$ cat src/logic/inv_sqrt_pkg.sv
//====================
// shared Q5.10 definitions for the inverse square root pipeline
// every RTL file refers to these by scoped name
//====================
package inv_sqrt_pkg;

    //====================
    // word format
    //====================

    // width of every data word in the pipeline
    parameter int word_w = 16;

    // fraction bits of Q5.10
    parameter int frac_bits = 10;

    // 3.0 in Q5.10, minuend of the correction term
    parameter logic signed [word_w-1:0] q_three = 16'sh0C00;

    //====================
    // variance decoding
    //====================

    // one variance word seen two ways
    // raw feeds the multipliers, fields feeds the seed table
    typedef union packed {
        logic signed [word_w-1:0] raw;
        struct packed {
            // integer bits, sign bit on top
            logic [word_w-frac_bits-1:0] int_part;
            logic [frac_bits-1:0]        frac_part;
        } fields;
    } variance_u;

endpackage

$ cat src/logic/seed_lookup.sv
//====================
// entry stage of the inverse square root pipeline
// registers the input item and picks the starting guess from a table
//====================
`timescale 1ns/1ns

module seed_lookup (
    input  logic                                   clk,
    input  logic                                   rst_n,
    input  logic                                   valid_in,
    input  logic signed [inv_sqrt_pkg::word_w-1:0] variance_in,
    input  logic signed [inv_sqrt_pkg::word_w-1:0] mean_in,
    output logic                                   valid_out,
    output logic signed [inv_sqrt_pkg::word_w-1:0] variance_out,
    output logic signed [inv_sqrt_pkg::word_w-1:0] guess_out,
    output logic signed [inv_sqrt_pkg::word_w-1:0] mean_out
);

    inv_sqrt_pkg::variance_u                var_view;
    logic signed [inv_sqrt_pkg::word_w-1:0] seed;

    assign var_view.raw = variance_in;

    // coarse 1/sqrt guess, one step per power of two of the integer part
    always_comb begin
        casez (var_view.fields.int_part)
            6'b000000: seed = 16'h8000;
            6'b000001: seed = 16'h4000;
            6'b00001?: seed = 16'h2000;
            6'b0001??: seed = 16'h1000;
            6'b001???: seed = 16'h0800;
            6'b01????: seed = 16'h0600;
            // negative variance lands here too
            default:   seed = 16'h0400;
        endcase
    end

    always_ff @(posedge clk or negedge rst_n) begin
        if (!rst_n) begin
            valid_out <= 1'b0;
        end else begin
            valid_out <= valid_in;
        end
    end

    // payload loads only with a valid item
    always_ff @(posedge clk) begin
        if (valid_in) begin
            variance_out <= variance_in;
            guess_out    <= seed;
            mean_out     <= mean_in;
        end
    end

endmodule

$ cat src/logic/newton_step.sv
//====================
// one Newton-Raphson refinement of 1/sqrt(v), four register stages
// x_next = x * (3 - v * x * x) / 2, chained once per iteration
//====================
`timescale 1ns/1ns

module newton_step (
    input  logic                                   clk,
    input  logic                                   rst_n,
    input  logic                                   valid_in,
    input  logic signed [inv_sqrt_pkg::word_w-1:0] variance_in,
    input  logic signed [inv_sqrt_pkg::word_w-1:0] guess_in,
    input  logic signed [inv_sqrt_pkg::word_w-1:0] mean_in,
    output logic                                   valid_out,
    output logic signed [inv_sqrt_pkg::word_w-1:0] variance_out,
    output logic signed [inv_sqrt_pkg::word_w-1:0] guess_out,
    output logic signed [inv_sqrt_pkg::word_w-1:0] mean_out
);

    localparam int w = inv_sqrt_pkg::word_w;
    localparam int f = inv_sqrt_pkg::frac_bits;

    //====================
    // per-stage state
    //====================

    // stage 1: x squared
    logic              s1_valid;
    logic signed [w-1:0] s1_var;
    logic signed [w-1:0] s1_guess;
    logic signed [w-1:0] s1_mean;
    logic signed [w-1:0] s1_sq;

    // stage 2: v * x^2
    logic              s2_valid;
    logic signed [w-1:0] s2_var;
    logic signed [w-1:0] s2_guess;
    logic signed [w-1:0] s2_mean;
    logic signed [w-1:0] s2_scaled;

    // stage 3: 3 - v * x^2
    logic              s3_valid;
    logic signed [w-1:0] s3_var;
    logic signed [w-1:0] s3_guess;
    logic signed [w-1:0] s3_mean;
    logic signed [w-1:0] s3_corr;

    // full 32-bit products
    logic signed [2*w-1:0] sq_full;
    logic signed [2*w-1:0] scaled_full;
    logic signed [2*w-1:0] next_full;

    assign sq_full     = guess_in * guess_in;
    assign scaled_full = s1_var * s1_sq;
    // extra bit of shift below gives the divide by two
    assign next_full   = s3_guess * s3_corr;

    //====================
    // valid pipeline
    //====================
    always_ff @(posedge clk or negedge rst_n) begin
        if (!rst_n) begin
            s1_valid  <= 1'b0;
            s2_valid  <= 1'b0;
            s3_valid  <= 1'b0;
            valid_out <= 1'b0;
        end else begin
            s1_valid  <= valid_in;
            s2_valid  <= s1_valid;
            s3_valid  <= s2_valid;
            valid_out <= s3_valid;
        end
    end

    //====================
    // data pipeline
    //====================

    // each item keeps its own variance, guess and mean copy per stage
    always_ff @(posedge clk) begin
        if (valid_in) begin
            s1_var   <= variance_in;
            s1_guess <= guess_in;
            s1_mean  <= mean_in;
            s1_sq    <= sq_full[f +: w];
        end

        if (s1_valid) begin
            s2_var    <= s1_var;
            s2_guess  <= s1_guess;
            s2_mean   <= s1_mean;
            s2_scaled <= scaled_full[f +: w];
        end

        // wraps at 16 bits
        if (s2_valid) begin
            s3_var   <= s2_var;
            s3_guess <= s2_guess;
            s3_mean  <= s2_mean;
            s3_corr  <= inv_sqrt_pkg::q_three - s2_scaled;
        end

        if (s3_valid) begin
            variance_out <= s3_var;
            mean_out     <= s3_mean;
            guess_out    <= next_full[f+1 +: w];
        end
    end

endmodule

$ cat src/logic/inv_sqrt_top.sv
//====================
// pipelined 1/sigma from a Q5.10 variance, mean travels alongside
// latency 1 + 4 * num_iter cycles, one item accepted per cycle
//====================
`timescale 1ns/1ns

module inv_sqrt_top #(
    parameter int num_iter = 3
) (
    input  logic                                   clk,
    input  logic                                   rst_n,
    input  logic                                   valid_in,
    input  logic signed [inv_sqrt_pkg::word_w-1:0] variance_in,
    input  logic signed [inv_sqrt_pkg::word_w-1:0] mean_in,
    output logic                                   valid_out,
    output logic signed [inv_sqrt_pkg::word_w-1:0] inv_sigma_out,
    output logic signed [inv_sqrt_pkg::word_w-1:0] mean_out
);

    // slot 0 comes from the seed stage, slot k+1 from iteration k
    logic                                   valid_chain [0:num_iter];
    logic signed [inv_sqrt_pkg::word_w-1:0] var_chain   [0:num_iter];
    logic signed [inv_sqrt_pkg::word_w-1:0] guess_chain [0:num_iter];
    logic signed [inv_sqrt_pkg::word_w-1:0] mean_chain  [0:num_iter];

    seed_lookup i_seed (
        .clk          (clk),
        .rst_n        (rst_n),
        .valid_in     (valid_in),
        .variance_in  (variance_in),
        .mean_in      (mean_in),
        .valid_out    (valid_chain[0]),
        .variance_out (var_chain[0]),
        .guess_out    (guess_chain[0]),
        .mean_out     (mean_chain[0])
    );

    //====================
    // Newton iterations
    //====================
    generate
        for (genvar k = 0; k < num_iter; k++) begin : g_iter
            newton_step i_step (
                .clk          (clk),
                .rst_n        (rst_n),
                .valid_in     (valid_chain[k]),
                .variance_in  (var_chain[k]),
                .guess_in     (guess_chain[k]),
                .mean_in      (mean_chain[k]),
                .valid_out    (valid_chain[k+1]),
                // the last slot has no consumer for its variance
                .variance_out (var_chain[k+1]),
                .guess_out    (guess_chain[k+1]),
                .mean_out     (mean_chain[k+1])
            );
        end
    endgenerate

    assign valid_out     = valid_chain[num_iter];
    assign inv_sigma_out = guess_chain[num_iter];
    assign mean_out      = mean_chain[num_iter];

endmodule

$ cat config.mk
export PLATFORM = sky130hd
export DESIGN_NAME = inv_sqrt_top
export DESIGN_NICKNAME = d
export VERILOG_FILES = /design/src/logic/inv_sqrt_pkg.sv /design/src/logic/seed_lookup.sv /design/src/logic/newton_step.sv /design/src/logic/inv_sqrt_top.sv
export SDC_FILE = /design/constraint.sdc
export NUM_CORES = 2
export LEC_CHECK = 0
export BUFFER_PORTS_ARGS = -buffer_cell sky130_fd_sc_hd__clkbuf_2
export CAP_MARGIN = 20
export CORE_AREA = 2 2 479 481
export CTS_CLUSTER_DIAMETER = 200
export DETAILED_ROUTE_END_ITERATION = 6
export DIE_AREA = 0 0 481 483
export PLACE_DENSITY_LB_ADDON = 0.2
export SLEW_MARGIN = 0
export SYNTH_ARGS = -nofsm -noshare
export SYNTH_HDL_FRONTEND = slang
export SYNTH_SLANG_ARGS = --single-unit
$ cat constraint.sdc
create_clock -name clk -period 8.6 [get_ports clk]
set_input_delay 1.72 -clock clk [delete_from_list [all_inputs] [get_ports clk]]
set_output_delay 1.72 -clock clk [all_outputs]
set_load 0.03 [all_outputs]
==> key figures <==
Status
  • Status: finished clean

Clocking
  • H-tree depth: 3
  • Num CTS Buffers: 79
  • Resized cells post-CTS: 0
  • CTS tree: yes
  • Clock Pin Slew Worst Setup and Hold Paths: approximately 0.060 ns
  • Max Buffers Root-to-Sink: 3
  • CTS Hold Bufs: 0
  • Setup Buffers After CTS: 0
  • Clk root buf: clkbuf_16
  • Clock sink count: ~700
  • Clk_lat worst skew: ~0.7 ns

Global routing
  • First-pass GRT wire length: about 280000 um
  • Vias in the first global route: approximately 51000
  • Largest net degree at the start of global routing: 55
  • Total grt overflow: 0
  • Initial antenna violation count: 2
  • Tot GR Track Use: 0.151

Die
  • Core area: 227000 um2
  • Die W: approximately 480 um
  • Num rows: around 180
  • Starting Density: 0.339
  • Die area: around 230000 um2
  • Die H: just under 500 um
  • IO Count: between 60 and 70

Logic synthesis
  • Post-Syn Area: about 77000 um2
  • Simple logic cell fraction of the synthesized area: 0.113
  • Sequential area share after synthesis: 0.268
  • Post-synth ARST share: 0.0189
  • Synth Area in XOR/XNOR: 0.0365
  • EDFF count, synth: 676
  • Largest family of logic cells by synthesized area: adder cells
  • Distinct cells, synth: slightly above 70
  • Synth Area in Compound Gates: 0.0194
  • FF+latch count, synth: around 690
  • Post-synthesis adder-cell area fraction: 0.464
  • Post-synthesis mux area share: 0.000293
  • Syn_nets: 9037
  • Top_reg_cell synth: edfxtp_1
  • Syn_area_per_cell: 11.0 um2
  • YS warnings: 0
  • Post-synthesis cell count: approximately 7000

Routing
  • Vias post-DR: ~45000
  • Drt pass-1 iters: 5
  • Initial DRC Count: 2038
  • Post-DR vias/cell: 4.47
  • Routed WL: around 170000 um
  • DR WL/cell: about 17 um
  • Final ANT Viol Nets: 0
  • DRC: 0

Place
  • DP Wirelength: ~130000 um
  • Placed Cells: a little under 10000
  • IO Port Bufs: 67
  • RePlAce Congestion: 0.825
  • Area after DPL: approximately 80000 um2

Layout
  • Sequential Area: ~21000 um2
  • Commonest cells after routing, fill and taps aside: inv_1 (1841), fa_1 (1409), nand2_1 (713)
  • Commonest non-fill, non-tap cell in the layout: inv_1
  • Multi-input gate area: between 40000 and 50000 um2
  • Share of post-route cells with drive strength above 1: 0.0362
  • Fill cells: between 20000 and 25000
  • # nets final: ~9000
  • Area Overhead vs Synth: 8.27%
  • Design area: between 80000 and 90000 um2
  • Final cell count without fillers: ~10000

Setup path
  • Required @ worst endpoint: approximately 9.1 ns
  • Peak fanout along the critical path: 17
  • Max stage delay on crit path: ~0.9 ns
  • Worst-path cell with the longest stage delay: edfxtp_1
  • Crit-path cells: nand2_1 -> fa_1 -> inv_1 -> fa_1 -> fa_1 -> fa_1 -> fa_1 -> inv_1 -> fa_1 -> inv_1 -> ha_1 -> a21o_1 -> a21o_1 -> a21o_1 -> a221oi_1 -> o21ba_2 -> a21oi_1 -> or3_1 -> a21oi_1 -> xnor2_1
  • CP Class: flip-flop to flip-flop
  • Startpoint types: flip-flop
  • Cell mode on critical path: fa_1
  • CP arrival: 7.37 ns
  • CP Capture Type: flip-flop

STA
  • Achievable Freq: 0.145 GHz
  • Final Cycle Share: 0.804
  • Worst slew pin tran: 0.891 ns
  • Fin. Hold Viols: 0
  • RSZ-0062 raised after global routing: false
  • Final setup fails: 0
  • Max-slew violation count: 0
  • Minimum clock period after layout: 6.92 ns
  • Final TNS setup: 0 ns
  • Slew margin rel.: 0.406
  • Worst clock skew: approximately 0.050 ns

Worst hold path
  • HP Class: flip-flop to flip-flop

Flow run
  • Max cap viols: 0
worst max-delay path, delay by kind of cell, from the launching register on:
| family | cells | cell delay [ns] |
|---|---|---|
| adders and majority gates | 7 | 3.36 |
| AOI/OAI and AO/OA | 7 | 1.55 |
| DFF | 1 | 0.92 |
| and+or+nand+nor | 2 | 0.59 |
| buffers and inverters | 3 | 0.15 |
| xor gates and xnor gates | 1 | 0.07 |
through the flow:
step	setup WS [ns]	util	hold slack [ns]
CTS	1.69	0.367	0.385
finish	1.68	0.367	0.386
detailed placement	1.69	0.355	0.376
floorplan	2.18	-	0.400
global route	1.36	0.367	0.396
global placement	1.70	0.355	0.368
registers in the layout, indices dropped and copies added, names as in the netlist, 39 cells and up:
name and cells:
g_iter.i_step.guess_out 48, g_iter.i_step.mean_out 48, g_iter.i_step.s1_mean 48, g_iter.i_step.s1_var 48, g_iter.i_step.s2_mean 48, g_iter.i_step.s2_scaled 48, g_iter.i_step.s3_corr 48, g_iter.i_step.s3_mean 48
g_iter.i_step.s1_sq 40, g_iter.i_step.s1_guess 39, g_iter.i_step.s2_guess 39, g_iter.i_step.s3_guess 39
area by class of cell:
type,count,share of cell area
tap,3009,0.0452
inverter,1844,0.0831
multi-input combinational,4289,0.585
clock buffer,89,0.0246
clock inverter,55,0.00816
antenna,1,0.0000301
sequential,689,0.248
timing repair buffer,86,0.00613
path summary, 6_finish.rpt:
kind	startpoint	to	slack (ns)	cells past startpoint
max reg2reg	g_iter[1].i_step.s3_corr[10]	g_iter[1].i_step.guess_out[14]	1.68	20
max in group asynchronous	rst_n	g_iter[2].i_step.s1_valid	7.27	1
min reg2reg	g_iter[1].i_step.s3_valid	g_iter[1].i_step.valid_out	0.39	0
max	g_iter[1].i_step.s3_corr[10]	g_iter[1].i_step.guess_out[14]	1.68	20
min	g_iter[1].i_step.s3_valid	g_iter[1].i_step.valid_out	0.39	0
min in group asynchronous	rst_n	g_iter[2].i_step.valid_out	0.95	1
cell usage after synthesis, drive strengths merged, types with 21 or more instances:
library cell     n  area share
o21a            23      0.0022
and3            21      0.0017
o21ai           28      0.0018
a21oi           63      0.0041
a21o            25      0.0025
nand2b          46      0.0037
xnor2          255       0.029
nor3            53      0.0035
nand3           31      0.0020
and2           654       0.053
edfxtp         676        0.26
nor2           165      0.0083
xor2            65      0.0074
clkbuf         172      0.0084
fa            1409        0.37
inv           1844       0.090
nand2          713       0.035
ha             595       0.097
cells by family after synthesis:
kind of cell / after synthesis
flip-flops: 689
multiplexers: 2
adder cells (fa/ha/maj): 2004
XOR/XNOR: 320
buffers and inverters: 2020
AO/OA/AOI/OAI: 211
AND/OR/NAND/NOR: 1752
metal layers:
layer,GRT usage,wire [um],share of wire
met1,0.206,76500,0.46
met2,0.260,82800,0.50
met3,0.0157,4330,0.026
met4,0.0268,2690,0.016
met5,0,0,0
Power is not shown: default switching activity piles up to over one toggle a cycle in this logic, so the estimate is an artifact.
